<file path="src/hdl/procPkg.sv">
// fixed 16-bit core with 8 registers and 256-word memories; the all-zero word must decode as nop
package procPkg;

        ////////////////////////////////////////
        // widths and sizes
        localparam int dataWidth     = 16;
        localparam int regAddrWidth  = 3;
        localparam int imemDepth     = 256;        // words
        localparam int dmemDepth     = 256;        // words
        localparam int imemAddrWidth = $clog2(imemDepth);
        localparam int dmemAddrWidth = $clog2(dmemDepth);

        ////////////////////////////////////////
        // 5-bit opcodes
        // zero stays nop so flushed slots and reset values are bubbles
        localparam logic [4:0] opNop  = 5'b00000;
        localparam logic [4:0] opHalt = 5'b00001;
        localparam logic [4:0] opJ    = 5'b00100;
        localparam logic [4:0] opAddi = 5'b01000;
        localparam logic [4:0] opBeqz = 5'b01100;
        localparam logic [4:0] opSt   = 5'b10000;
        localparam logic [4:0] opLd   = 5'b10001;
        localparam logic [4:0] opSub  = 5'b11001;
        localparam logic [4:0] opAdd  = 5'b11011;

        // forwarding select codes, 2'b11 unused
        localparam logic [1:0] fwdReg   = 2'b00;
        localparam logic [1:0] fwdExMem = 2'b01;
        localparam logic [1:0] fwdWb    = 2'b10;

        ////////////////////////////////////////
        // instruction word, two views of the same 16 bits
        typedef struct packed {
                logic [4:0]              opcode;
                logic [regAddrWidth-1:0] rs;
                logic [regAddrWidth-1:0] rt;
                logic [regAddrWidth-1:0] rd;
                logic [1:0]              pad;       // ignored
        } rFormatT;

        typedef struct packed {
                logic [4:0]              opcode;
                logic [regAddrWidth-1:0] rs;
                logic [regAddrWidth-1:0] rd;        // also offset [7:5] for beqz and j
                logic [4:0]              imm5;
        } iFormatT;

        typedef union packed {
                rFormatT rFormat;
                iFormatT iFormat;
        } instrWord;

        typedef struct packed {
                logic regWrite;
                logic memRead;
                logic memWrite;
                logic memToReg;
                logic aluSrcImm;                    // b from imm
                logic aluSub;
                logic isBranch;                     // beqz
                logic isJump;
                logic isHalt;
                logic illegal;                      // rides to wb for err
        } ctrlBits;

        ////////////////////////////////////////
        // pipeline registers
        typedef struct packed {
                ctrlBits                 ctrl;
                logic [dataWidth-1:0]    pcPlus2;
                logic [dataWidth-1:0]    rsData;
                logic [dataWidth-1:0]    rtData;
                logic [dataWidth-1:0]    imm;
                logic [regAddrWidth-1:0] rs;
                logic [regAddrWidth-1:0] rt;
                logic [regAddrWidth-1:0] rd;
        } idExReg;

        typedef struct packed {
                ctrlBits                 ctrl;
                logic [dataWidth-1:0]    aluOut;
                logic [dataWidth-1:0]    storeData;
                logic [regAddrWidth-1:0] rd;
        } exMemReg;

        typedef struct packed {
                ctrlBits                 ctrl;
                logic [dataWidth-1:0]    aluOut;
                logic [dataWidth-1:0]    loadData;
                logic [regAddrWidth-1:0] rd;
        } memWbReg;

        typedef struct packed {
                logic                    valid;
                logic [regAddrWidth-1:0] regNum;
                logic [dataWidth-1:0]    data;
        } wbTrace;

endpackage

</file>
<file path="src/hdl/hazardUnit.sv">
// combinational load-use detect and forward select; source fields are compared even when unused
`timescale 1ns/1ps

module hazardUnit (
        input  procPkg::idExReg                      idEx,
        input  procPkg::exMemReg                     exMem,
        input  procPkg::memWbReg                     memWb,
        input  logic [procPkg::regAddrWidth-1:0]     ifIdRs,
        input  logic [procPkg::regAddrWidth-1:0]     ifIdRt,
        output logic                                 loadUse,
        output logic [1:0]                           fwdA,
        output logic [1:0]                           fwdB
);

        ////////////////////////////////////////
        // load in EX feeding the instruction in decode
        assign loadUse = idEx.ctrl.memRead && (idEx.rd == ifIdRs || idEx.rd == ifIdRt);

        ////////////////////////////////////////
        // newest writer wins, EX/MEM before MEM/WB
        assign fwdA = (exMem.ctrl.regWrite && exMem.rd == idEx.rs) ? procPkg::fwdExMem :
                      (memWb.ctrl.regWrite && memWb.rd == idEx.rs) ? procPkg::fwdWb    :
                                                                     procPkg::fwdReg;
        assign fwdB = (exMem.ctrl.regWrite && exMem.rd == idEx.rt) ? procPkg::fwdExMem :
                      (memWb.ctrl.regWrite && memWb.rd == idEx.rt) ? procPkg::fwdWb    :
                                                                     procPkg::fwdReg;

endmodule

</file>
<file path="config.mk">
export PLATFORM = sky130hd
export DESIGN_NAME = hazardUnit
export DESIGN_NICKNAME = d
export VERILOG_FILES = /design/src/hdl/procPkg.sv /design/src/hdl/hazardUnit.sv
export SDC_FILE = /design/constraint.sdc
export NUM_CORES = 1
export LEC_CHECK = 0
export BUFFER_PORTS_ARGS = -buffer_cell sky130_fd_sc_hd__clkbuf_2
export CAP_MARGIN = 25
export CORE_AREA = 5 5 69 71
export DETAILED_ROUTE_END_ITERATION = 10
export DIE_AREA = 0 0 74 76
export PLACE_DENSITY_LB_ADDON = 0.08
export SLEW_MARGIN = 15
export SYNTH_ARGS = -nofsm -noshare
export SYNTH_HDL_FRONTEND = slang
export SYNTH_SLANG_ARGS = --single-unit
</file>
<file path="constraint.sdc">
create_clock -name vclk -period 0.95
set_input_delay 0.095 -clock vclk [all_inputs]
set_output_delay 0.095 -clock vclk [all_outputs]
set_load 0.005 [all_outputs]
</file>
==> run_results.csv <==
group,metric,value,unit
routing,vias,308,
synth,yosysSeqAreaShare,0,%
global_route,grt_usage,3.10,%
final_layout,fillerInstances,504,
setup_path,cp_top_family,"simple AND/OR/NAND/NOR gates",
final_layout,fin_cells,110,
routing,viasPerCell,2.80,
synth,netlist_instances,29,
power_and_ir_drop,leakagePower,0.189,nW
place,portBuffers,29,
global_route,antenna_found_initial,0,
final_layout,final_layout_size_suffix_gt1_share,56.9,%
power_and_ir_drop,power_density,391,mW/mm2
final_layout,area_growth,91.8,%
setup_path,cpPeakStageDelay,0.25,ns
synth,ys_warn_count,0,
power_and_ir_drop,vdd_drop_max,0.0000707,V
floorplanning,initial_utilization,5.49,%
place,dp.cells,110,
final_layout,most-common-layout-cells,"clkbuf_2 (29), xnor2_1 (16)",
setup_path,required,0.85,ns
synth,synth-simple-area-share,31.1,%
setup_path,cpMaxStageDelayCell,"and4_4",
setup_path,end_kind,"output pin",
synth,synthAdderAreaFrac,0,%
timing,finalSetupTns,0,ns
timing,slew_violations,0,
global_route,overflow,0,
timing,finalCritPeriodShare,91.6,%
global_route,grt_max_degree,5,
synth,synth_top_family_by_area,"XOR/XNOR gates",
power_and_ir_drop,intPower,0.0987,mW
final_layout,sequential_cell_total,0,
setup_path,critical_path_class,"input pin to output pin",
power_and_ir_drop,power_frac_comb,100.0,%
final_layout,multi_input_area,229,um2
setup_path,worstPathMaxFanout,2,
setup_path,cp_num_buf_inv,2,
routing,wl_per_cell,8.58,um
setup_path,path_common_cell,"clkbuf_2",
timing,tightest_slew,0.173,ns
routing,drt-total-wl,944,um
power_and_ir_drop,fin_total_pwr,0.172,mW
routing,ant_nets,0,
floorplanning,num_rows,24,
power_and_ir_drop,sequentialPowerShare,0,%
final_layout,final_nets,239,
routing,first_pass_iters,2,
place,dp_hpwl,945,um
setup_path,cp.arrival,0.78,ns
routing,drc,0,
place,gp_congestion,0.683,
synth,avgSynthCellArea,7.90,um2
setup_path,crit_chain,"clkbuf_2 -> xnor2_1 -> and4_4 -> nor2_2 -> clkbuf_2",
floorplanning,die_w,74,um
setup_path,critPathLaunchType,"input pin",
floorplanning,io_pins,184,
synth,synthesis.area,229,um2
timing,setup_viol,0,
floorplanning,core_area,0.00417,mm2
global_route,grt_pass1_vias,334,
setup_path,crit_start,"idEx[4]",
clock_tree,post_cts_buffers,0,
min_path,hold_path_class,"input pin to output pin",
timing,slew_headroom,88.4,%
power_and_ir_drop,p_sw_share,42.5,%
outcome,status,"finished, final reports clean",
floorplanning,die_y,76,um
power_and_ir_drop,power.switching,0.0731,mW
synth,synth.net_count,208,
routing,first_iter_violations,1,
global_route,grt_pass1_wl,1480,um
timing,rsz0062_at_grt,"no",
clock_tree,cts_hold_buf,0,
job,maxCapViolations,0,
timing,max_freq,1150,MHz
power_and_ir_drop,power_frac_clock,0,%
synth,synth-compound-area-share,7.65,%
floorplanning,die_area,0.00562,mm2
min_path,min_from,"memWb[44]",
synth,synth-xor-area-share,61.2,%
final_layout,clkbuf_count,0,
timing,finalHoldViolCount,0,
final_layout,layout_commonest_cell,"clkbuf_2",
clock_tree,post_cts_resized,0,
final_layout,antenna_cells,0,
final_layout,seq_area,0,um2
timing,fin_crit,0.870,ns
synth,synth_mux_area_share,0,%
synth,yosysUniqueCellTypes,8,
worst min-delay path, delay by kind of cell:
family,cells,cell delay [ns]
buffers and inverters,2,0.20
and+or+nand+nor,2,0.12
kinds of logic (layout without fill, tap and decap cells):
group                     count (synthesis)  after routing
xor gates and xnor gates                 16             16
and+or+nand+nor                          11             11
AOI/OAI and AO/OA                         2              2
buffers and inverters                     0             29
power groups by stage:
stage | registers, mW | logic, mW | clock network (mW)
floorplan | 0 | 0.0822 | 0
global placement | 0 | 0.179 | 0
finish | 0 | 0.172 | 0
detailed placement | 0 | 0.178 | 0
CTS | 0 | 0.178 | 0
global route | 0 | 0.193 | 0
metal layers:
metal,up-vias,share of wire [%],GRT usage (%)
met1,125,37,3.78
met2,24,40,4.96
li1,159,-,-
met3,0,24,1.85
met5,-,0,0
met4,0,0,0
area by class of cell:
type	instances	area share (%)
Multi-Input combinational cell	29	52.1
Timing Repair Buffer	29	33.0
Tap cell	52	14.8
stage by stage:
| step | setup WS [ns] | util [%] | hold slack, ns | cell area (um2) |
|---|---|---|---|---|
| after CTS | 0.0411 | 10.5 | 0.523 | 439 |
| after floorplan | 0.350 | - | 0.288 | 229 |
| after global routing | 0.0113 | 10.5 | 0.546 | 439 |
| after detailed placement | 0.0417 | 10.5 | 0.522 | 439 |
| after global placement | 0.0450 | 10.5 | 0.518 | 439 |
| final | 0.0796 | 10.5 | 0.509 | 439 |
synth_stat cells:
library cell  count  area [um2]
xnor2_1          16         140
and2_1            2        12.5
and4_4            2        22.5
nand4_1           2        12.5
nor2_1            2        7.51
nor2_2            2        12.5
o2111ai_1         2        17.5
nand2_1           1        3.75
final timing paths:
path | slack, ns | end | cells past startpoint
worst max-delay path | 0.08 | fwdB[1] | 5
worst min-delay path | 0.51 | fwdB[1] | 4
Note: power is estimated with default switching activity, not from simulation.
