File: src/hdl/procPkg.sv
// fixed 16-bit core with 8 registers and 256-word memories; the all-zero word must decode as nop
package procPkg;

        ////////////////////////////////////////
        // widths and sizes
        localparam int dataWidth     = 16;
        localparam int regAddrWidth  = 3;
        localparam int imemDepth     = 256;        // words
        localparam int dmemDepth     = 256;        // words
        localparam int imemAddrWidth = $clog2(imemDepth);
        localparam int dmemAddrWidth = $clog2(dmemDepth);

        ////////////////////////////////////////
        // 5-bit opcodes
        // zero stays nop so flushed slots and reset values are bubbles
        localparam logic [4:0] opNop  = 5'b00000;
        localparam logic [4:0] opHalt = 5'b00001;
        localparam logic [4:0] opJ    = 5'b00100;
        localparam logic [4:0] opAddi = 5'b01000;
        localparam logic [4:0] opBeqz = 5'b01100;
        localparam logic [4:0] opSt   = 5'b10000;
        localparam logic [4:0] opLd   = 5'b10001;
        localparam logic [4:0] opSub  = 5'b11001;
        localparam logic [4:0] opAdd  = 5'b11011;

        // forwarding select codes, 2'b11 unused
        localparam logic [1:0] fwdReg   = 2'b00;
        localparam logic [1:0] fwdExMem = 2'b01;
        localparam logic [1:0] fwdWb    = 2'b10;

        ////////////////////////////////////////
        // instruction word, two views of the same 16 bits
        typedef struct packed {
                logic [4:0]              opcode;
                logic [regAddrWidth-1:0] rs;
                logic [regAddrWidth-1:0] rt;
                logic [regAddrWidth-1:0] rd;
                logic [1:0]              pad;       // ignored
        } rFormatT;

        typedef struct packed {
                logic [4:0]              opcode;
                logic [regAddrWidth-1:0] rs;
                logic [regAddrWidth-1:0] rd;        // also offset [7:5] for beqz and j
                logic [4:0]              imm5;
        } iFormatT;

        typedef union packed {
                rFormatT rFormat;
                iFormatT iFormat;
        } instrWord;

        typedef struct packed {
                logic regWrite;
                logic memRead;
                logic memWrite;
                logic memToReg;
                logic aluSrcImm;                    // b from imm
                logic aluSub;
                logic isBranch;                     // beqz
                logic isJump;
                logic isHalt;
                logic illegal;                      // rides to wb for err
        } ctrlBits;

        ////////////////////////////////////////
        // pipeline registers
        typedef struct packed {
                ctrlBits                 ctrl;
                logic [dataWidth-1:0]    pcPlus2;
                logic [dataWidth-1:0]    rsData;
                logic [dataWidth-1:0]    rtData;
                logic [dataWidth-1:0]    imm;
                logic [regAddrWidth-1:0] rs;
                logic [regAddrWidth-1:0] rt;
                logic [regAddrWidth-1:0] rd;
        } idExReg;

        typedef struct packed {
                ctrlBits                 ctrl;
                logic [dataWidth-1:0]    aluOut;
                logic [dataWidth-1:0]    storeData;
                logic [regAddrWidth-1:0] rd;
        } exMemReg;

        typedef struct packed {
                ctrlBits                 ctrl;
                logic [dataWidth-1:0]    aluOut;
                logic [dataWidth-1:0]    loadData;
                logic [regAddrWidth-1:0] rd;
        } memWbReg;

        typedef struct packed {
                logic                    valid;
                logic [regAddrWidth-1:0] regNum;
                logic [dataWidth-1:0]    data;
        } wbTrace;

endpackage

File: src/hdl/regFile.sv
// register 0 is ordinary; a write and a read of the same register in one cycle return the new value
`timescale 1ns/1ps

module regFile (
        input  logic                                 clk,
        input  logic                                 rstN,
        input  logic [procPkg::regAddrWidth-1:0]     rsAddr,
        input  logic [procPkg::regAddrWidth-1:0]     rtAddr,
        output logic [procPkg::dataWidth-1:0]        rsData,
        output logic [procPkg::dataWidth-1:0]        rtData,
        input  procPkg::wbTrace                      wr        // writeback port
);

        logic [procPkg::dataWidth-1:0] regs [2**procPkg::regAddrWidth];

        always_ff @(posedge clk) begin
                if (!rstN) begin
                        regs <= '{default: '0};
                end else if (wr.valid) begin
                        regs[wr.regNum] <= wr.data;
                end
        end

        // write-through so decode sees the value retiring this cycle
        assign rsData = (wr.valid && wr.regNum == rsAddr) ? wr.data : regs[rsAddr];
        assign rtData = (wr.valid && wr.regNum == rtAddr) ? wr.data : regs[rtAddr];

endmodule

File: config.mk
export PLATFORM = sky130hd
export DESIGN_NAME = regFile
export DESIGN_NICKNAME = d
export VERILOG_FILES = /design/src/hdl/procPkg.sv /design/src/hdl/regFile.sv
export SDC_FILE = /design/constraint.sdc
export NUM_CORES = 1
export LEC_CHECK = 0
export ABC_CLOCK_PERIOD_IN_PS = 1900
export BUFFER_PORTS_ARGS = -buffer_cell sky130_fd_sc_hd__buf_2
export CAP_MARGIN = 10
export CORE_MARGIN = 5
export CORE_UTILIZATION = 59
export CTS_CLUSTER_DIAMETER = 60
export CTS_CLUSTER_SIZE = 25
export DETAILED_ROUTE_END_ITERATION = 6
export PLACE_DENSITY = 0.84
export REMOVE_ABC_BUFFERS = 1
export SLEW_MARGIN = 10
export SYNTH_ARGS = -nofsm -noshare
export SYNTH_HDL_FRONTEND = slang
export SYNTH_SLANG_ARGS = --single-unit
File: constraint.sdc
create_clock -name clk -period 1.9 [get_ports clk]
set_clock_uncertainty 0.05 [all_clocks]
set_input_delay 0.19 -clock clk [delete_from_list [all_inputs] [get_ports clk]]
set_output_delay 0.19 -clock clk [all_outputs]
set_load 0.02 [all_outputs]
==> flow_summary.ini <==
[placement]
dp_hpwl_mm = 14.4
place_area_um2 = 8350
gp_congestion = 0.898
portBuffers = 59

[drt]
drc = 0
via_per_inst = 6.49
wl_per_cell_um = 23.0
dr.pass1.iters = 5
drt_iter0_drc = 865
drtAntennaViolNets = 0
vias = 6477
route.final.wire_length_mm = 23.0

[global_route]
grt_pass1_vias = 6552
antenna_found_initial = 0
grt_max_degree = 129
grt.overflow.total = 0
grt_pass1_wl_mm = 35.7
track_usage = 0.313

[timing]
fin_crit_ns = 2.18
tightestPinTransition_ns = 0.484
finalSetupViolCount = 32
hold_violations = 0
final_max_slew_viol_count = 0
rsz0062_at_grt = yes
max_freq_mhz = 459
max_slew_margin = 0.677
fin_crit_sh = 1.15
tns_ns = -7.51
worst_slack_ns = -0.277

[final_layout]
regArea_um2 = 2650
reg_top3 = regs x128
drive_gt1_frac = 0.432
area_delta_synth_final_pct = 20.2
max_flop_register = regs
final_area_um2 = 9160
n_antenna_cell = 0
layout.nets = 841
fillers = 823
largest_reg_flops = 128
multi_input_area_um2 = 4580

[synthesis]
synthCells = 747
seq_area_frac_synth = 0.336
syn_area_um2 = 7620
ys_ff_latch = 128
synth.largest_area_cell = dfxtp_1
synth_area_leaders = dfxtp_1, mux4_1, nand2_1
synth_flop_cell = dfxtp_1
synthTopCellsByCount = nand2_1, dfxtp_1, a21boi_0, clkbuf_1, mux4_1
synth_edf_count = 0
ys_warn_count = 0
post-synth-top-area-fraction = 0.336
synth_cell_types = 23
yosysMostFrequentCell = nand2_1
avgSynthCellArea_um2 = 10.2
async_reset_ff_frac = 0

[outcome]
status = complete, but fails checks
violations = negative setup slack

[clocking]
numCtsBuffers = 17
cts_root_buffer = clkbuf_16
clock_path_buffers = 2
cts_max_level = 4
clk_latency_ns = 0.42
clkTransAtPathRegs_ns = 0.05
cts_tree = built
holdBufCountCts = 0
clock-sinks = 128

[setup_path]
criticalPathCategory = reg -> out
cpMostUsedCell = mux2_4
cp_top_family = multiplexers
max_stage_delay_ns = 0.48
rr_worst_depth = 3
cp.arrival_ns = 1.94
slowest_stage = mux4_2
timing.rr.start = regs[112]
r2r-end = regs[112]
crit_end = rsData[13]
cp.required_ns = 1.66
cp-end-kind = primary output
cp-start-kind = register
crit_cells = 4
startpoint = regs[45]
ff2ff_setup_slack_ns = 1.09
crit_chain = mux4_2, mux2_4, mux2_4, buf_6
critPathBufInv = 1
worst-path-max-fanout = 3

[power_and_ir_drop]
total_power_mw = 6.81
p_per_area_nw_per_um2 = 744
p_leak_nw = 3.49
peakVddDrop_uv = 694

[floorplan]
die_y_um = 124
chipWidth_um = 124
rows = 41
ios = 60
start_util = 0.604
core-area_um2 = 12600
die-area_um2 = 15300

[hold_path]
hp-class = in -> reg
hp-start = wr[6]

[flow_run]
drv_cap = 0
==> worst register-to-register path, delay by kind of cell (launching register included) <==
kind / cells / cell delay [ns]
flip-flops: 1 / 0.35
AND/OR/NAND/NOR: 1 / 0.06
buffers and inverters: 1 / 0.12
AO/OA/AOI/OAI: 1 / 0.16
==> through the flow <==
| stage | setup WS [ns] | util | hold slack [ns] | instances |
|---|---|---|---|---|
| floorplan | 0.0809 | - | 0.275 | 664 |
| global placement | -0.118 | 0.662 | 0.398 | 964 |
| detailed placement | -0.161 | 0.662 | 0.412 | 964 |
| CTS | -0.272 | 0.722 | 0.0235 | 997 |
| global route | -0.299 | 0.726 | 0.0482 | 998 |
| finish | -0.277 | 0.726 | 0.0466 | 998 |
==> report_power, final <==
part | switching, mW | internal [mW]
logic | 0.480 | 0.460
clock network | 1.14 | 1.93
registers | 0.0471 | 2.75
==> layout make-up <==
class / count / area share
Tap cell: 172 / 0.0235
Multi-Input combinational cell: 536 / 0.500
Timing Repair Buffer: 130 / 0.127
Clock buffer: 27 / 0.0549
Sequential cell: 128 / 0.289
Clock inverter: 5 / 0.00574
==> layout by cell type, fill, tap and decap left out <==
cell and count:
clkinvlp_4 1, clkbuf_16 17, nand4_2 1, mux2_2 9, dfxtp_1 61, and4b_1 3
buf_6 32, nand2_1 256, buf_2 27, clkbuf_8 4, a21boi_1 22, nand4_1 2
nand4bb_1 3, a21boi_0 106, and4_1 1, nor4b_4 1, buf_4 60, nor4bb_4 3
dfxtp_2 67, clkinv_2 3, buf_12 11, clkbuf_1 6, bufinv_16 1, nand4b_1 3
mux2_4 55, mux4_2 64, or4b_2 1, xnor2_1 6
==> metal layers <==
metal,wire [um],global-route usage,up-vias
met1,8440,0.383,3164
met3,2420,0.0867,100
li1,-,-,2738
met4,1090,0.172,0
met2,11000,0.499,475
met5,0,0.0139,-
==> cell families after synthesis <==
| kind of cell | Yosys count | share of synthesized area |
|---|---|---|
| mux | 128 | 0.317 |
| flops | 128 | 0.336 |
| compound gates | 128 | 0.126 |
| simple gates | 274 | 0.151 |
| xor+xnor | 6 | 0.00690 |
| buf+inv | 83 | 0.0627 |
==> what timing repair did <==
| item | CTS | global route |
|---|---|---|
| endpoints found under the setup margin | 32 | 32 |
| setup buffers | 1 | 1 |
| cloned | 0 | 0 |
| resized for setup | 184 | 30 |
==> worst min path at each step <==
| stage | end | slack, ns | cells past startpoint |
|---|---|---|---|
| 6_report | regs[102] | 0.05 | 3 |
| 5_1_grt | regs[13] | 0.05 | 3 |
| 4_1_cts | regs[92] | 0.02 | 3 |
| 3_5_place_dp | regs[57] | 0.41 | 2 |
| 3_3_place_gp | regs[58] | 0.40 | 2 |
| 2_1_floorplan | regs[100] | 0.27 | 2 |
Power figures use the tool's default switching activity.
