<file path="config.mk">
export PLATFORM = sky130hd
export DESIGN_NAME = memoryStage
export DESIGN_NICKNAME = d
export VERILOG_FILES = /design/src/hdl/procPkg.sv /design/src/hdl/memoryStage.sv
export SDC_FILE = /design/constraint.sdc
export NUM_CORES = 2
export LEC_CHECK = 0
export BUFFER_PORTS_ARGS = -buffer_cell sky130_fd_sc_hd__buf_2
export CAP_MARGIN = 20
export CORE_UTILIZATION = 58
export DETAILED_ROUTE_END_ITERATION = 10
export PLACE_DENSITY = 0.74
export SYNTH_ARGS = -nofsm -noshare
export SYNTH_HDL_FRONTEND = slang
export SYNTH_SLANG_ARGS = --single-unit
</file>
<file path="constraint.sdc">
create_clock -name clk -period 4 [get_ports clk]
set_input_delay 0.8 -clock clk [delete_from_list [all_inputs] [get_ports clk]]
set_output_delay 0.8 -clock clk [all_outputs]
set_load 0.02 [all_outputs]
</file>
<file path="src/hdl/procPkg.sv">
// fixed 16-bit core with 8 registers and 256-word memories; the all-zero word must decode as nop
package procPkg;

        ////////////////////////////////////////
        // widths and sizes
        localparam int dataWidth     = 16;
        localparam int regAddrWidth  = 3;
        localparam int imemDepth     = 256;        // words
        localparam int dmemDepth     = 256;        // words
        localparam int imemAddrWidth = $clog2(imemDepth);
        localparam int dmemAddrWidth = $clog2(dmemDepth);

        ////////////////////////////////////////
        // 5-bit opcodes
        // zero stays nop so flushed slots and reset values are bubbles
        localparam logic [4:0] opNop  = 5'b00000;
        localparam logic [4:0] opHalt = 5'b00001;
        localparam logic [4:0] opJ    = 5'b00100;
        localparam logic [4:0] opAddi = 5'b01000;
        localparam logic [4:0] opBeqz = 5'b01100;
        localparam logic [4:0] opSt   = 5'b10000;
        localparam logic [4:0] opLd   = 5'b10001;
        localparam logic [4:0] opSub  = 5'b11001;
        localparam logic [4:0] opAdd  = 5'b11011;

        // forwarding select codes, 2'b11 unused
        localparam logic [1:0] fwdReg   = 2'b00;
        localparam logic [1:0] fwdExMem = 2'b01;
        localparam logic [1:0] fwdWb    = 2'b10;

        ////////////////////////////////////////
        // instruction word, two views of the same 16 bits
        typedef struct packed {
                logic [4:0]              opcode;
                logic [regAddrWidth-1:0] rs;
                logic [regAddrWidth-1:0] rt;
                logic [regAddrWidth-1:0] rd;
                logic [1:0]              pad;       // ignored
        } rFormatT;

        typedef struct packed {
                logic [4:0]              opcode;
                logic [regAddrWidth-1:0] rs;
                logic [regAddrWidth-1:0] rd;        // also offset [7:5] for beqz and j
                logic [4:0]              imm5;
        } iFormatT;

        typedef union packed {
                rFormatT rFormat;
                iFormatT iFormat;
        } instrWord;

        typedef struct packed {
                logic regWrite;
                logic memRead;
                logic memWrite;
                logic memToReg;
                logic aluSrcImm;                    // b from imm
                logic aluSub;
                logic isBranch;                     // beqz
                logic isJump;
                logic isHalt;
                logic illegal;                      // rides to wb for err
        } ctrlBits;

        ////////////////////////////////////////
        // pipeline registers
        typedef struct packed {
                ctrlBits                 ctrl;
                logic [dataWidth-1:0]    pcPlus2;
                logic [dataWidth-1:0]    rsData;
                logic [dataWidth-1:0]    rtData;
                logic [dataWidth-1:0]    imm;
                logic [regAddrWidth-1:0] rs;
                logic [regAddrWidth-1:0] rt;
                logic [regAddrWidth-1:0] rd;
        } idExReg;

        typedef struct packed {
                ctrlBits                 ctrl;
                logic [dataWidth-1:0]    aluOut;
                logic [dataWidth-1:0]    storeData;
                logic [regAddrWidth-1:0] rd;
        } exMemReg;

        typedef struct packed {
                ctrlBits                 ctrl;
                logic [dataWidth-1:0]    aluOut;
                logic [dataWidth-1:0]    loadData;
                logic [regAddrWidth-1:0] rd;
        } memWbReg;

        typedef struct packed {
                logic                    valid;
                logic [regAddrWidth-1:0] regNum;
                logic [dataWidth-1:0]    data;
        } wbTrace;

endpackage

</file>
<file path="src/hdl/memoryStage.sv">
// single-cycle data memory with no reset contents; only the low 8 address bits are decoded
`timescale 1ns/1ps

module memoryStage (
        input  logic                                 clk,
        input  logic                                 rstN,
        input  procPkg::exMemReg                     exMem,
        output logic [procPkg::dataWidth-1:0]        loadData
);

        logic [procPkg::dataWidth-1:0]     dmem [procPkg::dmemDepth];
        logic [procPkg::dmemAddrWidth-1:0] addr;

        assign addr = exMem.aluOut[procPkg::dmemAddrWidth-1:0];     // word index

        always_ff @(posedge clk) begin
                if (exMem.ctrl.memWrite) begin
                        dmem[addr] <= exMem.storeData;
                end
        end

        assign loadData = dmem[addr];   // read is combinational

        // decode never builds an op that both loads and stores
        noLoadAndStore: assert property (@(posedge clk) disable iff (!rstN)
                        !(exMem.ctrl.memRead && exMem.ctrl.memWrite))
                else $error("memRead and memWrite both set");

endmodule

</file>
==> impl_metrics.json <==
{
  "status": "complete, but fails checks",
  "failed_checks": "setup timing",
  "htreeDepth": 5,
  "ys_ff_latch": 4096,
  "period_needed_ns": 4.801,
  "die_x_um": 519.1,
  "rsz0062_at_grt": "true",
  "yosysSeqAreaShare": 0.7931,
  "synth_top_area_frac": 0.7931,
  "p_leak_nw": 57.86,
  "synth_area_um2": 155100,
  "synth.area.top_cells": "edfxtp_1 (79%), mux4_2 (15%), a22oi_1 (2.5%)",
  "critPathCaptureType": "primary output",
  "fin_total_pwr_mw": 88.76,
  "dr.pass1.iters": 8,
  "reg_top3": "dmem x4096",
  "synth_largest_area_cell": "edfxtp_1",
  "ir_drop_mv": 0.6438,
  "cts_root_buffer": "clkbuf_16",
  "worstPathRequired_ns": 3.20,
  "highest_layer": "met5",
  "place_congestion": 0.8985,
  "critical_path.startpoint": "exMem[19]",
  "top_register": "dmem",
  "crit_fanout": 7,
  "rows": 189,
  "cts_tree": "done",
  "grt_pass1_vias": 79830,
  "numCtsBuffers": 396,
  "wl_met1_um": 139900,
  "hpwl_um": 232500,
  "ctsLongestPathBuffers": 4,
  "slew_viol_final": 0,
  "ys_warn_count": 0,
  "grt_pass1_wl_um": 576100,
  "drive_gt1_frac": 0.3678,
  "critPathTopFamily": "buffers and inverters",
  "hold_path_class": "input pin to flip-flop",
  "antenna_found_initial": 15,
  "tightest_slew_ns": 1.441,
  "p_int_mw": 69.95,
  "initial_core_util": 0.5840,
  "synth_cell_types": 21,
  "min_path_cells": 1,
  "nets": 7833,
  "wire_per_inst_um": 34.85,
  "clk_pin_slew_ns": 0.06,
  "power_frac_clock": 0.409,
  "grt_util_all_layers": 0.3006,
  "viasPerCell": 6.821,
  "cts.sinks": 4096,
  "dr_wl_met2_um": 196600,
  "max_freq_ghz": 0.2083,
  "powerDensity_nw_per_um2": 484.3,
  "worst_path_largest_cell_delay_ns": 0.56,
  "place_ws_ns": -1.400,
  "critPathLaunchType": "input pin",
  "synth-edff-count": 4096,
  "pwr-share-comb": 0.058,
  "p_sw_frac": 0.2119,
  "drtIter0Drc": 11300,
  "syn_avg_cell_area_um2": 23.11,
  "maxSlewHeadroom": 0.03901,
  "yosysMostFrequentCell": "edfxtp_1",
  "overflow": 0,
  "io_buffers": 41,
  "num_io_pins": 63,
  "finalWorstSetupSlack_ns": -0.8006,
  "design_area_um2": 183300,
  "hold_start": "exMem[6]",
  "setup_viol": 16,
  "grt_max_degree": 155,
  "wl_um": 405700,
  "synth_cells": 6711,
  "min_to": "dmem[97][3]",
  "dieHeight_um": 519.1,
  "cp_slowest_cell": "o41ai_4",
  "hold_violations": 0,
  "syn-num-nets": 6758,
  "layout.cells.non_filler": 11640,
  "critPathArrivalTime_ns": 4.00,
  "cap_violations": 0,
  "period_share": 1.200,
  "via_count": 79410,
  "crit_type": "input pin to primary output",
  "fp.dieArea_um2": 269400,
  "largest_reg_flops": 4096,
  "route.met3.wl_um": 45910,
  "remaining_drc_errors": 0,
  "ant_nets": 0,
  "switchingPower_mw": 18.81,
  "synth-async-reset-ratio": 0,
  "fillers": 14900,
  "cpMostUsedCell": "buf_16",
  "cp_cell_sequence": "buf_16 -> buf_16 -> buf_16 -> buf_6 -> buf_12 -> clkbuf_4 -> mux4_2 -> a22oi_2 -> a21oi_2 -> o41ai_4 -> buf_4 -> nand4_1 -> buf_4",
  "ys_top_cells_by_count": "edfxtp_1 (4096), mux4_2 (1024), a22oi_1 (512)",
  "hold_buffers": 0,
  "numPlacedInstances": 10800,
  "area_growth_pct": 18.18,
  "dpl_cell_area_um2": 167200,
  "core_um2": 265600,
  "p_seq_frac": 0.533,
  "fin_worst_hold_slack_ns": 0.3574,
  "critPathBufInv": 8,
  "synth_ff_type": "edfxtp_1"
}
[power groups by stage]
stage	clock network [mW]	logic [mW]	registers, mW
finish	36.3	5.14	47.3
global route	38.0	5.28	47.3
CTS	36.5	4.98	47.3
detailed placement	0	4.54	48.2
global placement	0	4.44	48.2
floorplan	0	2.08	48.2
[worst max path at each step]
stage               cells after the start           to
global route                           13  loadData[5]
global placement                       11  loadData[8]
finish                                 13  loadData[8]
floorplan                               9  loadData[0]
CTS                                    14  loadData[5]
detailed placement                     10  loadData[3]
[cell usage in the layout, fill, tap and decap left out, types with 9 or more instances in the layout]
master / instances
edfxtp_1: 4096
mux4_2: 1024
buf_4: 815
clkbuf_16: 401
a22oi_1: 377
nor2_1: 229
a21oi_1: 167
buf_12: 154
a22oi_2: 135
clkbuf_1: 97
clkinv_1: 83
a21oi_2: 72
clkinv_2: 62
buf_6: 54
o41ai_2: 42
bufinv_16: 33
buf_16: 33
buf_8: 31
nor3_2: 30
nand2_1: 27
a21oi_4: 17
nand4_1: 16
clkinvlp_4: 14
o41ai_4: 12
o41ai_1: 10
diode_2: 9
[per-stage QoR]
| step | utilization | TNS (ns) |
|---|---|---|
| after floorplan | - | 0 |
| after global placement | 0.6294 | -13.47 |
| after detailed placement | 0.6294 | -13.03 |
| after CTS | 0.6875 | -8.154 |
| after global routing | 0.6901 | -8.881 |
| final | 0.6901 | -9.475 |
[metal layers]
metal  vias up  global-route usage
met2      5607              0.4765
met4         2              0.1441
met3       966             0.06063
met1     41690              0.4055
li1      31140                   -
met5         -                   0
[repair_timing]
item	in CTS	in global routing
pin swaps	79	56
endpoints found under the setup margin	16	16
endpoints found under the hold margin	0	0
cloned	18	0
resized for setup	356	105
setup buffers	84	28
[final cells by class]
cell class	instances	area, um2	share of cell area
clock inverter	213	2069	0.01129
clock buffer	498	10400	0.05674
antenna	9	22.52	0.0001229
sequential	4096	123000	0.6711
timing repair buffer	1097	11290	0.06161
tap	3533	4420	0.02412
multi-input combinational	2194	32060	0.1750
inverter	1	3.754	0.00002048
[cell families (layout without fill, tap and decap cells)]
kind of cell / Yosys count / count (layout) / synth area share
DFF: 4096 / 4096 / 0.7931
AOI/OAI and AO/OA: 832 / 832 / 0.03666
muxes: 1024 / 1024 / 0.1487
buffers and inverters: 421 / 1809 / 0.01240
and+or+nand+nor: 338 / 338 / 0.009093
other: 0 / 9 / 0
(Power assumes the default switching activity.)
