$ cat src/hdl/procPkg.sv
// fixed 16-bit core with 8 registers and 256-word memories; the all-zero word must decode as nop
package procPkg;

        ////////////////////////////////////////
        // widths and sizes
        localparam int dataWidth     = 16;
        localparam int regAddrWidth  = 3;
        localparam int imemDepth     = 256;        // words
        localparam int dmemDepth     = 256;        // words
        localparam int imemAddrWidth = $clog2(imemDepth);
        localparam int dmemAddrWidth = $clog2(dmemDepth);

        ////////////////////////////////////////
        // 5-bit opcodes
        // zero stays nop so flushed slots and reset values are bubbles
        localparam logic [4:0] opNop  = 5'b00000;
        localparam logic [4:0] opHalt = 5'b00001;
        localparam logic [4:0] opJ    = 5'b00100;
        localparam logic [4:0] opAddi = 5'b01000;
        localparam logic [4:0] opBeqz = 5'b01100;
        localparam logic [4:0] opSt   = 5'b10000;
        localparam logic [4:0] opLd   = 5'b10001;
        localparam logic [4:0] opSub  = 5'b11001;
        localparam logic [4:0] opAdd  = 5'b11011;

        // forwarding select codes, 2'b11 unused
        localparam logic [1:0] fwdReg   = 2'b00;
        localparam logic [1:0] fwdExMem = 2'b01;
        localparam logic [1:0] fwdWb    = 2'b10;

        ////////////////////////////////////////
        // instruction word, two views of the same 16 bits
        typedef struct packed {
                logic [4:0]              opcode;
                logic [regAddrWidth-1:0] rs;
                logic [regAddrWidth-1:0] rt;
                logic [regAddrWidth-1:0] rd;
                logic [1:0]              pad;       // ignored
        } rFormatT;

        typedef struct packed {
                logic [4:0]              opcode;
                logic [regAddrWidth-1:0] rs;
                logic [regAddrWidth-1:0] rd;        // also offset [7:5] for beqz and j
                logic [4:0]              imm5;
        } iFormatT;

        typedef union packed {
                rFormatT rFormat;
                iFormatT iFormat;
        } instrWord;

        typedef struct packed {
                logic regWrite;
                logic memRead;
                logic memWrite;
                logic memToReg;
                logic aluSrcImm;                    // b from imm
                logic aluSub;
                logic isBranch;                     // beqz
                logic isJump;
                logic isHalt;
                logic illegal;                      // rides to wb for err
        } ctrlBits;

        ////////////////////////////////////////
        // pipeline registers
        typedef struct packed {
                ctrlBits                 ctrl;
                logic [dataWidth-1:0]    pcPlus2;
                logic [dataWidth-1:0]    rsData;
                logic [dataWidth-1:0]    rtData;
                logic [dataWidth-1:0]    imm;
                logic [regAddrWidth-1:0] rs;
                logic [regAddrWidth-1:0] rt;
                logic [regAddrWidth-1:0] rd;
        } idExReg;

        typedef struct packed {
                ctrlBits                 ctrl;
                logic [dataWidth-1:0]    aluOut;
                logic [dataWidth-1:0]    storeData;
                logic [regAddrWidth-1:0] rd;
        } exMemReg;

        typedef struct packed {
                ctrlBits                 ctrl;
                logic [dataWidth-1:0]    aluOut;
                logic [dataWidth-1:0]    loadData;
                logic [regAddrWidth-1:0] rd;
        } memWbReg;

        typedef struct packed {
                logic                    valid;
                logic [regAddrWidth-1:0] regNum;
                logic [dataWidth-1:0]    data;
        } wbTrace;

endpackage

$ cat src/hdl/fetchStage.sv
// imem is written only while rstN is low; the pc indexes words through bits [8:1] and wraps
`timescale 1ns/1ps

module fetchStage (
        input  logic                                 clk,
        input  logic                                 rstN,
        input  logic                                 hold,      // load-use stall or halt
        input  logic                                 redirect,  // from execute, beats hold
        input  logic [procPkg::dataWidth-1:0]        target,
        input  logic                                 loadEn,
        input  logic [procPkg::imemAddrWidth-1:0]    loadAddr,
        input  logic [procPkg::dataWidth-1:0]        loadData,
        output procPkg::instrWord                    instr,
        output logic [procPkg::dataWidth-1:0]        pcPlus2
);

        logic [procPkg::dataWidth-1:0] pc;
        logic [procPkg::dataWidth-1:0] imem [procPkg::imemDepth];

        always_ff @(posedge clk) begin
                if (!rstN) begin
                        pc <= '0;
                end else if (redirect) begin
                        pc <= target;           // taken beqz or j
                end else if (!hold) begin
                        pc <= pcPlus2;
                end
        end

        // program load port
        always_ff @(posedge clk) begin
                if (loadEn) begin
                        imem[loadAddr] <= loadData;
                end
        end

        assign pcPlus2 = pc + 16'd2;
        // byte pc, word memory
        assign instr   = imem[pc[procPkg::imemAddrWidth:1]];

        // the program may only change while the core sits in reset
        loadOnlyInReset: assert property (@(posedge clk) rstN |-> !loadEn)
                else $error("imem load while core running");

endmodule

$ cat config.mk
export PLATFORM = sky130hd
export DESIGN_NAME = fetchStage
export DESIGN_NICKNAME = d
export VERILOG_FILES = /design/src/hdl/procPkg.sv /design/src/hdl/fetchStage.sv
export SDC_FILE = /design/constraint.sdc
export NUM_CORES = 2
export LEC_CHECK = 0
export BUFFER_PORTS_ARGS = -buffer_cell sky130_fd_sc_hd__clkbuf_2
export CAP_MARGIN = 0
export CORE_MARGIN = 8
export CORE_UTILIZATION = 30
export CTS_BUF_LIST = sky130_fd_sc_hd__clkbuf_8 sky130_fd_sc_hd__clkbuf_16
export DETAILED_ROUTE_END_ITERATION = 12
export GPL_ROUTABILITY_DRIVEN = 0
export SETUP_SLACK_MARGIN = 0.05
export SLEW_MARGIN = 20
export SYNTH_ARGS = -nofsm -noshare
export SYNTH_HDL_FRONTEND = slang
export SYNTH_SLANG_ARGS = --single-unit
$ cat constraint.sdc
create_clock -name clk -period 2.63 [get_ports clk]
set_input_delay 0.1315 -clock clk [delete_from_list [all_inputs] [get_ports clk]]
set_output_delay 0.1315 -clock clk [all_outputs]
set_load 0.1 [all_outputs]
==> results.ini <==
[run_status]
outcome=finished, violations left
violations=setup timing

[clock_network]
cts_buffer_depth=4
h-tree-depth=5
numCtsBuffers=398
root_buffer=clkbuf_16
clkTransAtPathRegs_ns=0.07
clock_latency_ns=1.00
cts_tree=done
clkSinkCount=4120

[route]
wire_per_inst_microns=28.4
top_layer=met5
ant_nets=0
avgViaCountPerCell=5.20
vias=85800
met1_length_microns=187000
wl_met3_microns=49600
drt-initial-drc-count=11600
routed_wirelength_microns=468000
first_pass_iters=6
drcViolationCount=0
met2RoutedLength_microns=215000

[sta]
fin_ws_ns=-1.86
slew_headroom=0.195
worst_pin_slew_ns=1.21
finalSetupTns_ns=-28.74
hold_violations=0
fin_crit_sh=1.71
rsz0062_at_grt=yes
clock_skew_ns=0.0457
drv_slew=0
fmaxAchievable_mhz=223
setup_violations=20
period_minus_slack_ns=4.49

[pwr]
p_leak_nw=63.1
peakVddDrop_mv=0.623
pwr_density_cell_nw_per_um2=712

[global_routing]
grt_pass1_vias=85300
overflow=0
grt_usage=0.159
grt_pass1_wl_microns=652000
grt_max_degree=116
antenna_found_initial=37

[placement]
dp_hpwl_microns=291000
io_buffers=76
dp.cells=15500
post-place-ws_ns=-1.90

[setup_path]
cpPeakStageDelay_ns=0.60
startpoint_type=flop
required_ns=2.50
critPathSlowestCell=nor4_4
crit_chain=buf_6, buf_12, buf_16, buf_8, buf_16, mux2_2, a22oi_1, a22oi_2, buf_4, nor4b_4, nand4_1, nor4_4, buf_12
timing.rr.start=pc[6]$_SDFFE_PN0N_
critPathCaptureType=output pin
cp.arrival_ns=4.36
crit_type=flop to output pin
cp_max_fo=9

[die]
start_util=0.300
core_area_sq_um=535000
rows=269
fp.dieW_microns=748
io-pin-count=77
dieArea_sq_um=560000
die_y_microns=748

[logic_synthesis]
syn_area_sq_um=161000
synth.avg_cell_area_sq_um=21.5
async_reset_ff_frac=0
synth_fp_nets=7527
syn_inst=7481
synth-edff-count=4096
ys_warn_count=0
yosysUniqueCellTypes=73
ys_ff_latch=4120
ys.flop_type=edfxtp_1
synth-seq-area-share=0.767

[final_layout]
nets=9007
fill_cells=47900
ff_latch_area_sq_um=124000
area_growth_pct=23.7
drive_above_1_share=0.360
final_util=0.372
multiInputGateArea_sq_um=36600
fin_cells=16500

[min_path]
hold_start=loadAddr[5]
min_path_type=primary input to flop

[run]
maxCapViolations=0

## cell type report
| cell class | instances | share of cell area |
|---|---|---|
| diodes | 9 | 0.000113 |
| clock buffers | 401 | 0.0504 |
| clock inverters | 333 | 0.0147 |
| inverters | 5 | 0.000132 |
| multi-input cells | 2895 | 0.184 |
| flip-flops and latches | 4120 | 0.621 |
| well taps | 7181 | 0.0452 |
| repair buffers | 1541 | 0.0846 |
## synth_stat cells (10+ instances only)
cell,count,area share
o21ai_0,79,0.0025
nand2_1,90,0.0021
nor2_1,289,0.0067
buf_8,38,0.0035
o22a_1,12,0.00065
a22o_1,88,0.0048
nor4_1,19,0.00074
buf_12,26,0.0032
o221ai_1,119,0.0065
buf_6,34,0.0024
nand4_1,25,0.00097
mux2i_1,384,0.024
nor2b_1,19,0.00074
nand2b_1,22,0.00086
a21oi_1,83,0.0026
dfxtp_1,24,0.0030
nor4b_2,12,0.0011
a221oi_1,84,0.0046
mux4_1,77,0.013
nand3_1,62,0.0019
buf_4,40,0.0019
o22ai_1,127,0.0049
clkbuf_1,185,0.0043
o211a_1,10,0.00062
mux2_2,160,0.011
buf_2,99,0.0031
buf_1,29,0.00068
or2_2,13,0.00051
xor2_1,14,0.00076
mux4_2,753,0.11
o311ai_0,10,0.00054
a22oi_1,120,0.0056
nor3_1,91,0.0028
a32o_1,12,0.00075
edfxtp_1,4096,0.76
xnor2_1,12,0.00065
and2_1,14,0.00054
o32ai_1,19,0.0010
## worst max-delay path, delay by kind of cell (launching register included)
family	cells	cell delay [ns]
AND/OR/NAND/NOR	3	1.14
flip-flops	1	0.36
multiplexers	1	0.27
buffers and inverters	7	1.17
AO/OA/AOI/OAI	2	0.39
## timing repair
action                                  CTS  global route
endpoints found under the hold margin  3814             0
hold buffers                             84             0
pin swaps                                64           121
buffers inserted                         59            95
resized for setup                       390           279
gates cloned                             24            12
setup endpoints to repair                28            30
## metrics by stage
| step | hold WS, ns | cell area (sq um) | total power [mW] |
|---|---|---|---|
| 2_1_floorplan | 0.230 | 161000 | 79.3 |
| 6_report | 0.162 | 199000 | 142 |
| 3_3_place_gp | 0.400 | 180000 | 84.5 |
| 3_5_place_dp | 0.414 | 180000 | 84.7 |
| 5_1_grt | 0.116 | 199000 | 145 |
| 4_1_cts | 0.0219 | 197000 | 142 |
## where the power goes
part           switching, mW  total, mW  internal (mW)
clock network           25.2       56.7           31.5
logic                   7.18       12.5           5.30
registers             0.0854       72.4           72.3
## placed cells by master (no fill, tap or decap), types with 41 or more instances in the layout
cell type / count
a21oi_1: 72
a221oi_1: 63
a22o_1: 80
a22oi_1: 101
buf_12: 269
buf_16: 45
buf_4: 989
buf_6: 64
clkbuf_16: 415
clkinv_1: 78
clkinv_2: 78
dlygate4sd3_1: 84
edfxtp_1: 4096
inv_1: 98
mux2_2: 145
mux2i_1: 379
mux4_1: 62
mux4_2: 768
nand2_1: 72
nor2_1: 244
nor2_2: 41
nor3_1: 47
o221ai_1: 90
o22ai_1: 90
## cells by family after synthesis
group / Yosys count / synth area share
compound gates: 811 / 0.0376
xor+xnor: 26 / 0.00142
fa+ha+maj: 1 / 0.0000778
buf+inv: 466 / 0.0199
flops: 4120 / 0.767
mux: 1374 / 0.153
simple gates: 683 / 0.0204
## worst paths after layout
check                           end  slack [ns]  depth (start not counted)
max                        instr[5]       -1.86                         13
min          imem[241][0]$_DFFE_PP_        0.16                          4
max reg2reg     pc[14]$_SDFFE_PN0N_        0.12                         10
min reg2reg     pc[14]$_SDFFE_PN0N_        1.25                          3
## per-layer routing
metal,global-route usage,vias to the layer above
li1,-,34900
met1,0.220,45600
met2,0.248,4487
met3,0.0390,781
met4,0.0507,18
met5,0,-
## sequential cells by signal, indices dropped and copies added (netlist names), named ones only
signal / flops
pc: 16
imem: 4096
(Power assumes the default switching activity.)
