File: config.mk
export PLATFORM = sky130hd
export DESIGN_NAME = executeStage
export DESIGN_NICKNAME = d
export VERILOG_FILES = /design/src/hdl/procPkg.sv /design/src/hdl/executeStage.sv
export SDC_FILE = /design/constraint.sdc
export NUM_CORES = 1
export LEC_CHECK = 0
export BUFFER_PORTS_ARGS = -buffer_cell sky130_fd_sc_hd__buf_2
export CELL_PAD_IN_SITES_DETAIL_PLACEMENT = 1
export CELL_PAD_IN_SITES_GLOBAL_PLACEMENT = 2
export CORE_MARGIN = 4
export CORE_UTILIZATION = 23
export DETAILED_ROUTE_END_ITERATION = 16
export GPL_TIMING_DRIVEN = 0
export MAX_ROUTING_LAYER = met4
export PLACE_DENSITY = 0.89
export SLEW_MARGIN = 20
export SYNTH_ARGS = -nofsm -noshare
export SYNTH_HDL_FRONTEND = slang
export SYNTH_SLANG_ARGS = --single-unit
File: constraint.sdc
create_clock -name vclk -period 15.7
set_input_delay 3.14 -clock vclk [all_inputs]
set_output_delay 3.14 -clock vclk [all_outputs]
set_load 0.05 [all_outputs]
File: src/hdl/procPkg.sv
// fixed 16-bit core with 8 registers and 256-word memories; the all-zero word must decode as nop
package procPkg;

        ////////////////////////////////////////
        // widths and sizes
        localparam int dataWidth     = 16;
        localparam int regAddrWidth  = 3;
        localparam int imemDepth     = 256;        // words
        localparam int dmemDepth     = 256;        // words
        localparam int imemAddrWidth = $clog2(imemDepth);
        localparam int dmemAddrWidth = $clog2(dmemDepth);

        ////////////////////////////////////////
        // 5-bit opcodes
        // zero stays nop so flushed slots and reset values are bubbles
        localparam logic [4:0] opNop  = 5'b00000;
        localparam logic [4:0] opHalt = 5'b00001;
        localparam logic [4:0] opJ    = 5'b00100;
        localparam logic [4:0] opAddi = 5'b01000;
        localparam logic [4:0] opBeqz = 5'b01100;
        localparam logic [4:0] opSt   = 5'b10000;
        localparam logic [4:0] opLd   = 5'b10001;
        localparam logic [4:0] opSub  = 5'b11001;
        localparam logic [4:0] opAdd  = 5'b11011;

        // forwarding select codes, 2'b11 unused
        localparam logic [1:0] fwdReg   = 2'b00;
        localparam logic [1:0] fwdExMem = 2'b01;
        localparam logic [1:0] fwdWb    = 2'b10;

        ////////////////////////////////////////
        // instruction word, two views of the same 16 bits
        typedef struct packed {
                logic [4:0]              opcode;
                logic [regAddrWidth-1:0] rs;
                logic [regAddrWidth-1:0] rt;
                logic [regAddrWidth-1:0] rd;
                logic [1:0]              pad;       // ignored
        } rFormatT;

        typedef struct packed {
                logic [4:0]              opcode;
                logic [regAddrWidth-1:0] rs;
                logic [regAddrWidth-1:0] rd;        // also offset [7:5] for beqz and j
                logic [4:0]              imm5;
        } iFormatT;

        typedef union packed {
                rFormatT rFormat;
                iFormatT iFormat;
        } instrWord;

        typedef struct packed {
                logic regWrite;
                logic memRead;
                logic memWrite;
                logic memToReg;
                logic aluSrcImm;                    // b from imm
                logic aluSub;
                logic isBranch;                     // beqz
                logic isJump;
                logic isHalt;
                logic illegal;                      // rides to wb for err
        } ctrlBits;

        ////////////////////////////////////////
        // pipeline registers
        typedef struct packed {
                ctrlBits                 ctrl;
                logic [dataWidth-1:0]    pcPlus2;
                logic [dataWidth-1:0]    rsData;
                logic [dataWidth-1:0]    rtData;
                logic [dataWidth-1:0]    imm;
                logic [regAddrWidth-1:0] rs;
                logic [regAddrWidth-1:0] rt;
                logic [regAddrWidth-1:0] rd;
        } idExReg;

        typedef struct packed {
                ctrlBits                 ctrl;
                logic [dataWidth-1:0]    aluOut;
                logic [dataWidth-1:0]    storeData;
                logic [regAddrWidth-1:0] rd;
        } exMemReg;

        typedef struct packed {
                ctrlBits                 ctrl;
                logic [dataWidth-1:0]    aluOut;
                logic [dataWidth-1:0]    loadData;
                logic [regAddrWidth-1:0] rd;
        } memWbReg;

        typedef struct packed {
                logic                    valid;
                logic [regAddrWidth-1:0] regNum;
                logic [dataWidth-1:0]    data;
        } wbTrace;

endpackage

File: src/hdl/executeStage.sv
// combinational EX; only add and sub exist, and the branch target is pcPlus2 plus the 8-bit offset
`timescale 1ns/1ps

module executeStage (
        input  procPkg::idExReg                      idEx,
        input  logic [1:0]                           fwdA,
        input  logic [1:0]                           fwdB,
        input  logic [procPkg::dataWidth-1:0]        exMemAlu,  // one ahead
        input  logic [procPkg::dataWidth-1:0]        wbData,    // two ahead
        output procPkg::exMemReg                     result,
        output logic                                 redirect,
        output logic [procPkg::dataWidth-1:0]        target
);

        logic [procPkg::dataWidth-1:0] opA;
        logic [procPkg::dataWidth-1:0] opB;
        logic [procPkg::dataWidth-1:0] aluB;

        function automatic logic [procPkg::dataWidth-1:0] pickOperand(
                input logic [1:0]                    sel,
                input logic [procPkg::dataWidth-1:0] regVal,
                input logic [procPkg::dataWidth-1:0] exMemVal,
                input logic [procPkg::dataWidth-1:0] wbVal
        );
                case (sel)
                        procPkg::fwdExMem: return exMemVal;
                        procPkg::fwdWb:    return wbVal;
                        default:           return regVal;
                endcase
        endfunction

        assign opA  = pickOperand(fwdA, idEx.rsData, exMemAlu, wbData);
        assign opB  = pickOperand(fwdB, idEx.rtData, exMemAlu, wbData);
        assign aluB = idEx.ctrl.aluSrcImm ? idEx.imm : opB;   // addi, ld, st

        always_comb begin
                result.ctrl      = idEx.ctrl;
                result.aluOut    = idEx.ctrl.aluSub ? opA - aluB : opA + aluB;
                result.storeData = opB;                         // forwarded st data
                result.rd        = idEx.rd;
        end

        ////////////////////////////////////////
        // branch and jump resolve here
        assign redirect = idEx.ctrl.isJump | (idEx.ctrl.isBranch & (opA == '0));
        assign target   = idEx.pcPlus2 + idEx.imm;

endmodule

==> flow_results.org, run 1 <==
** Outcome
- The flow ran to the end, and the final reports show no timing, DRC or antenna violations.

** Finish
- Number of non-filler instances in the completed layout :: 729
- Clock buffers :: 0
- After the last flow step, the layout net total stands at 743.
- The number of antenna diodes in the final layout is 0.
- The post-route netlist has 34.71% of its cells at a drive strength greater than 1.
- Sequential cell count :: 0
- The area growth from synthesis to layout is 36.09%.
- FF/Latch Area :: 0 sq um

** Setup path
- Worst path top cell family by delay :: buffers and inverters
- Largest driver fanout on the critical path :: 10
- The worst setup path is launched from an input pin.
- Worst setup path category :: in2out
- For this run, the slowest stage of the critical path takes 310 ps.
- STA puts the critical path data arrival time at 7560 ps.
- CP dominant cell by count :: buf_2
- STA classifies the critical path endpoint as an output pin.
- The largest individual stage delay along the critical path comes from the cell buf_2.
- For the worst setup path, the data required time is 12560 ps.
- Buffers plus inverters on the worst setup path :: 6
- The critical path goes through buf_2 -> buf_2 -> buf_2 -> buf_2 -> buf_2 -> mux2i_1 -> ha_1 -> o22ai_1 -> nor3_1 -> and2_1 -> nor2_1 -> xnor2_1 -> ha_1 -> a21o_1 -> or2_2 -> nor2_1 -> nor2_1 -> o21ai_0 -> o21ai_0 -> xnor2_1 -> buf_2.
- Setup crit start :: idEx[78]

** Synthesis
- Net count after synthesis :: 575
- After synthesis, the cell types taking the most area are ha_1 17%, o21ai_0 7.7%, a22oi_1 7.5%.
- Portion of synthesized cell area occupied by the leading cell type :: 16.91%
- Count of warnings emitted by yosys :: 0
- The cell area that synthesis handed to floorplanning was 2811 sq um.
- Per-instance average area after synthesis :: 6.758 sq um
- Portion of the post-synthesis area used by sequential elements :: 0%
- Synth unique cells :: 52
- Top cell types by occurrence after synthesis :: 46 x nand2_1, 43 x o21ai_0, 38 x ha_1
- Most repeated cell in the gate-level netlist after synthesis :: nand2_1
- Post-synthesis cell count :: 416
- Cell type with the highest aggregate area in the netlist :: ha_1

** Floorplanning
- Die area :: 14060 sq um
- From left edge to right edge, the die measures 118.6 um.
- # rows :: 40
- 181 I/O pins were placed.
- Area of the placeable core :: 12010 sq um
- The initial utilization of the core area, before any placement, comes to 23.41%.
- From bottom edge to top edge, the die measures 118.6 um.

** Timing
- The final number of max-transition violations came to 0.
- Counting I/O delays and the setup requirement, the final critical path takes 10700 ps.
- Setup repair after global routing left no endpoint under its margin.
- Slew at the pin with the worst max-slew slack :: 601.6 ps
- The number of failing hold endpoints at the final stage is 0.
- After routing, the total negative slack on setup checks comes to 0 ps.
- Setup violations remaining at the end of the flow were counted as 0.
- After layout, the worst path uses 68.14% of the clock period.
- Fmax :: 93.48 MHz
- Measured against its own limit, the worst slew margin works out to 59.89%.
- Fin Hold WS :: 6583 ps

** Route
- Using the TritonRoute via totals, the vias-per-cell ratio works out to 4.974.
- For this run, design rule violations remaining after detail routing come to 0.
- Detailed Route Iter0 Violations :: 106
- In the final routed layout, each cell accounts on average for 17.21 um.
- For this run, the detailed router's first-pass iteration total came to 4.
- Remaining number of nets flagged by the antenna check after routing :: 0
- DRT Wirelength :: 12.55 mm
- The final route contains 3626 vias.

** Clocking
- Post-CTS timing repair inserted 0 buffers for setup.
- Number of gates resized after cts :: 0
- The number of hold buffers added after CTS was 0.

** Min path
- In this run the worst hold path is classified as in2out.
- Source of the worst hold timing path :: idEx[73]

** GRT
- Total Routing Usage GR :: 17.38%
- Summed over all layers, the global routing overflow is 0.
- Vias in the first global route :: 3938
- Entering global routing, the biggest net connects 11 pins.
- Antenna violations before repair :: 0
- Global-route wire length before repair :: 19.80 mm

** Job
- # Max-Cap Violations :: 0

** Power and ir drop
- Max VDD drop :: 43.55 uV
- Leakage power total :: 2.000 nW
- Total power per unit cell area :: 91.18 nW/um^2

** Placed design
- Placed wire-length estimate :: 11.29 mm
- Input and output buffers added on the ports amount to 166.
- RePlAce Congestion :: 0.9207
- Counting tap cells, the placed design contains a total of 729 instances.
metal layers:
| metal | GRT usage [%] | share of wire [%] |
|---|---|---|
| met1 | 22.56 | 45 |
| met2 | 30.30 | 48 |
| met3 | 1.579 | 5.6 |
| met4 | 1.955 | 0.98 |
| met5 | - | 0 |
layout make-up:
cell class                      instances  area [sq um]
Timing Repair Buffer                  166         830.8
Multi-Input combinational cell        358          2504
Tap cell                              147         183.9
Fill cell                            1605          8185
Inverter                               26         97.59
Buffer                                 32         210.2
path summary, 6_finish.rpt:
kind	end	slack [ps]	cells after the start
max	result[34]	5000	21
min	result[35]	6580	2
cell usage in the layout, fill, tap and decap left out, drive strengths merged, types with 4 or more instances in the layout:
cell / n
nor3: 8
nand2: 46
nor4: 5
inv: 26
mux2i: 10
a21o: 12
a21oi: 22
nor2: 33
ha: 38
buf: 190
clkbuf: 8
a21boi: 4
o21ai: 54
nor2b: 5
a22oi: 30
nand2b: 6
xnor2: 23
xor2: 15
stage by stage:
stage | total power, mW | cell area (sq um) | setup WS [ps] | util (%)
after detailed placement | 0.3509 | 3826 | 5000 | 31.85
after CTS | 0.3522 | 3826 | 4980 | 31.85
after floorplan | 0.2616 | 2811 | 4570 | -
after global routing | 0.3750 | 3826 | 4628 | 31.85
final | 0.3489 | 3826 | 5002 | 31.85
after global placement | 0.3460 | 3826 | 5077 | 31.85
power breakdown:
group,internal [mW],switching [mW],total [mW]
Clock,0,0,0
Sequential,0,0,0
Combinational,0.101,0.247,0.349
logic make-up (layout without fill, tap and decap cells):
logic type / Yosys count / after routing / share of synthesized area, %
muxes: 12 / 12 / 4.361
and+or+nand+nor: 120 / 120 / 19.89
xor gates and xnor gates: 39 / 39 / 12.64
adders and majority gates: 40 / 40 / 18.34
buffers and inverters: 58 / 224 / 10.95
AOI/OAI and AO/OA: 147 / 147 / 33.82
Power figures use the tool's default switching activity.
==> run 2, diff against run 1 <==
--- a/config.mk
+++ b/config.mk
@@ -9,11 +9,11 @@
 export CELL_PAD_IN_SITES_DETAIL_PLACEMENT = 1
 export CELL_PAD_IN_SITES_GLOBAL_PLACEMENT = 2
 export CORE_MARGIN = 4
-export CORE_UTILIZATION = 23
+export CORE_UTILIZATION = 20
 export DETAILED_ROUTE_END_ITERATION = 16
 export GPL_TIMING_DRIVEN = 0
 export MAX_ROUTING_LAYER = met4
-export PLACE_DENSITY = 0.89
+export PLACE_DENSITY = 0.82
 export SLEW_MARGIN = 20
 export SYNTH_ARGS = -nofsm -noshare
 export SYNTH_HDL_FRONTEND = slang
==> constraint.sdc (replaced) <==
create_clock -name vclk -period 8.86
set_input_delay 1.772 -clock vclk [all_inputs]
set_output_delay 1.772 -clock vclk [all_outputs]
set_load 0.05 [all_outputs]
==> run 2 against run 1 <==
Setup slack lost 4000 ps. Global-route usage down 1.6 points. Critical path depth is the same. Power increased by 79%. Sequential share of layout area stayed put. First-iteration DRC count rose by 12%. Flip-flop and latch count unchanged. Final cell count increased by 4.5%. Utilization fell by 3.9 points. Via count up 0.88%. Clock-buffer cell count unchanged. Largest power group unchanged.
==> flow_results.org, run 2 (synthesis results as in run 1) <==
** Finish
- Clock buffers :: 0 (unchanged)
- The signed area change from the synthesized netlist to the final layout was 37.56% (was 36.09%).
- The flip-flop and latch count is 0 (unchanged).
- # diodes :: 0 (unchanged)
- The most common cell after layout, fill and taps aside is buf_2 (unchanged).
- The area of the multi-input gates was 2504 sq um (unchanged).
- The layout cell share with drive strength beyond 1 is 34.71% (unchanged).
- The sequential standard cell area was 0 sq um (unchanged).
- Most used cells in the layout excluding fill and tap cells :: 172 x buf_2, 46 x nand2_1, 43 x o21ai_0 (unchanged)
- The number of fill cells in the layout is 1800 (was 1605).
- The final instance area was 3867 sq um (was 3826 sq um).
- The post-layout net count was 743 (unchanged).

** Clocking
- The number of hold buffers added after cts is 0 (unchanged).
- The number of post-CTS setup repair buffers came to 0 (unchanged).
- The post-cts resize count came to 0 (unchanged).

** GRT
- The first-pass GRT wire length was 20.18 mm (was 19.80 mm).
- Antenna violations before repair :: 0 (unchanged)
- The largest net degree at the start of global routing is 11 (unchanged).
- The total global routing track utilization came to 15.73% (was 17.38%).
- The sum of overflow across all layers after global routing came to 0 (unchanged).
- The number of global-route vias before repair is 3856 (was 3938).

** Timing
- The relative slew slack came to 62.40% (was 59.89%).
- Fmax :: 127.5 MHz
- Hold Vio Cnt, Final :: 0 (unchanged)
- The accumulated negative setup slack is 0 ps (unchanged).
- Final setup viols :: 0 (unchanged)
- Fraction of the cycle the final worst path needs :: 88.51%
- Final Critical Period :: 7842 ps
- The worst-margin pin slew was 564.0 ps (was 601.6 ps).
- RSZ-0062 raised after global routing :: no (unchanged)
- Fin. max-slew vios :: 0 (unchanged)

** Min path
- Path type of the worst min-delay path :: in2out (unchanged)

** Route
- The number of search-and-repair iterations in the first detailed-routing pass came to 4 (unchanged).
- The wire length per cell came to 17.21 um (about the same).
- The average via count per standard cell came to 4.801 (was 4.974).
- The count of nets left with antenna violations after detail routing is 0 (unchanged).
- The count of unresolved DRC violations after routing was 0 (unchanged).
- The wire length reported by the detailed router is 13.11 mm (was 12.55 mm).
- Detailed Route Iter0 Violations :: 119 (was 106)
- Total vias in the final route :: 3658 (was 3626)

** Outcome
- Outcome :: complete, no violations (unchanged)

** Setup path
- CP dominant cell by count :: buf_2 (unchanged)
- Category of the worst setup path capture point :: output pin (unchanged)
- Worst setup path category :: in2out (unchanged)
- The data required time at the worst endpoint was 7090 ps (was 12560 ps).
- The cell with the largest stage delay on the worst path was buf_2 (unchanged).
- Largest driver fanout on the critical path :: 10 (unchanged)
- Worst-path cell chain :: buf_2 -> buf_2 -> buf_2 -> buf_2 -> buf_2 -> mux2i_1 -> ha_1 -> o22ai_1 -> nor3_1 -> and2_1 -> nor2_1 -> xnor2_1 -> ha_1 -> a21o_1 -> or2_2 -> nor2_1 -> nor2_1 -> o21ai_0 -> o21ai_0 -> xnor2_1 -> buf_2 (unchanged)
- The dominant delay contributor by cell family on the critical path is buffers and inverters (unchanged).
- The data arrival time of the worst path was 6070 ps (was 7560 ps).
- Kind of launch point of the worst setup path :: input pin (unchanged)
- Buffers plus inverters on the worst setup path :: 6 (unchanged)
- Maximum cell stage delay along the critical path :: 300 ps (was 310 ps)

** Floorplanning
- The die area is 16020 sq um (was 14060 sq um).
- The floorplan core area came to 13830 sq um (was 12010 sq um).
- The x dimension of the die was 126.6 um (was 118.6 um).
- Number of I/O pins :: 181 (unchanged)
- The count of standard-cell rows is 43 (was 40).
- Die height :: 126.6 um (was 118.6 um)
- Initial Utilization :: 20.33% (was 23.41%)

** Placed design
- The number of I/O port buffers is 166 (unchanged).
- RePlAce Congestion :: 0.8974 (was 0.9207)
- The cell area after placement came to 3867 sq um (was 3826 sq um).
- The detailed placement HPWL was 11.85 mm (was 11.29 mm).

** Power and ir drop
- Total power per unit cell area :: 161.5 nW/um^2 (was 91.18 nW/um^2)
- The standby leakage power came to 2.000 nW (unchanged).
- The maximum resistive drop on vdd came to 68.69 uV (was 43.55 uV).

** Job
- # Max-Cap Violations :: 0 (unchanged)
[run 2: cell counts in the layout (fill, tap and decap cells not counted)]
No cell type changed its count.
[run 2: worst paths after layout]
kind | from | endpoint | slack (ps) | cells past startpoint
max | idEx[78] | result[34] | 1020 | 21
min | idEx[2] | result[2] | 3850 | 2
[run 2: layout make-up]
type,instances,area share [%]
well taps,180,5.823
plain buffers,32,5.435
inverters,26,2.523
multi-input cells,358,64.74
repair buffers,166,21.48
[run 2: layer usage]
metal / vias up / GRT usage (%) / share of wire, %
met5: - / - / 0
met4: 0 / 1.009 / 0.76
li1: 1819 / - / -
met1: 1689 / 21.18 / 46
met2: 144 / 27.02 / 47
met3: 6 / 1.263 / 6.5
[run 2: through the flow]
| stage | setup WS, ps | hold WS [ps] | cells | util [%] | power [mW] |
|---|---|---|---|---|---|
| final | 1018 | 3846 | 762 | 27.97 | 0.6246 |
| after global routing | 651.2 | 3849 | 762 | 27.97 | 0.6711 |
| after CTS | 967.2 | 3847 | 762 | 27.97 | 0.6309 |
| after detailed placement | 977.5 | 3847 | 762 | 27.97 | 0.6286 |
| after global placement | 1010 | 3847 | 762 | 27.97 | 0.6201 |
| after floorplan | 466.3 | 3711 | 416 | - | 0.4635 |
[run 2: where the power goes]
| part | total, mW | switching, mW | internal (mW) |
|---|---|---|---|
| Combinational | 0.625 | 0.444 | 0.180 |
| Sequential | 0 | 0 | 0 |
| Clock | 0 | 0 | 0 |
| Total | 0.625 | 0.444 | 0.180 |
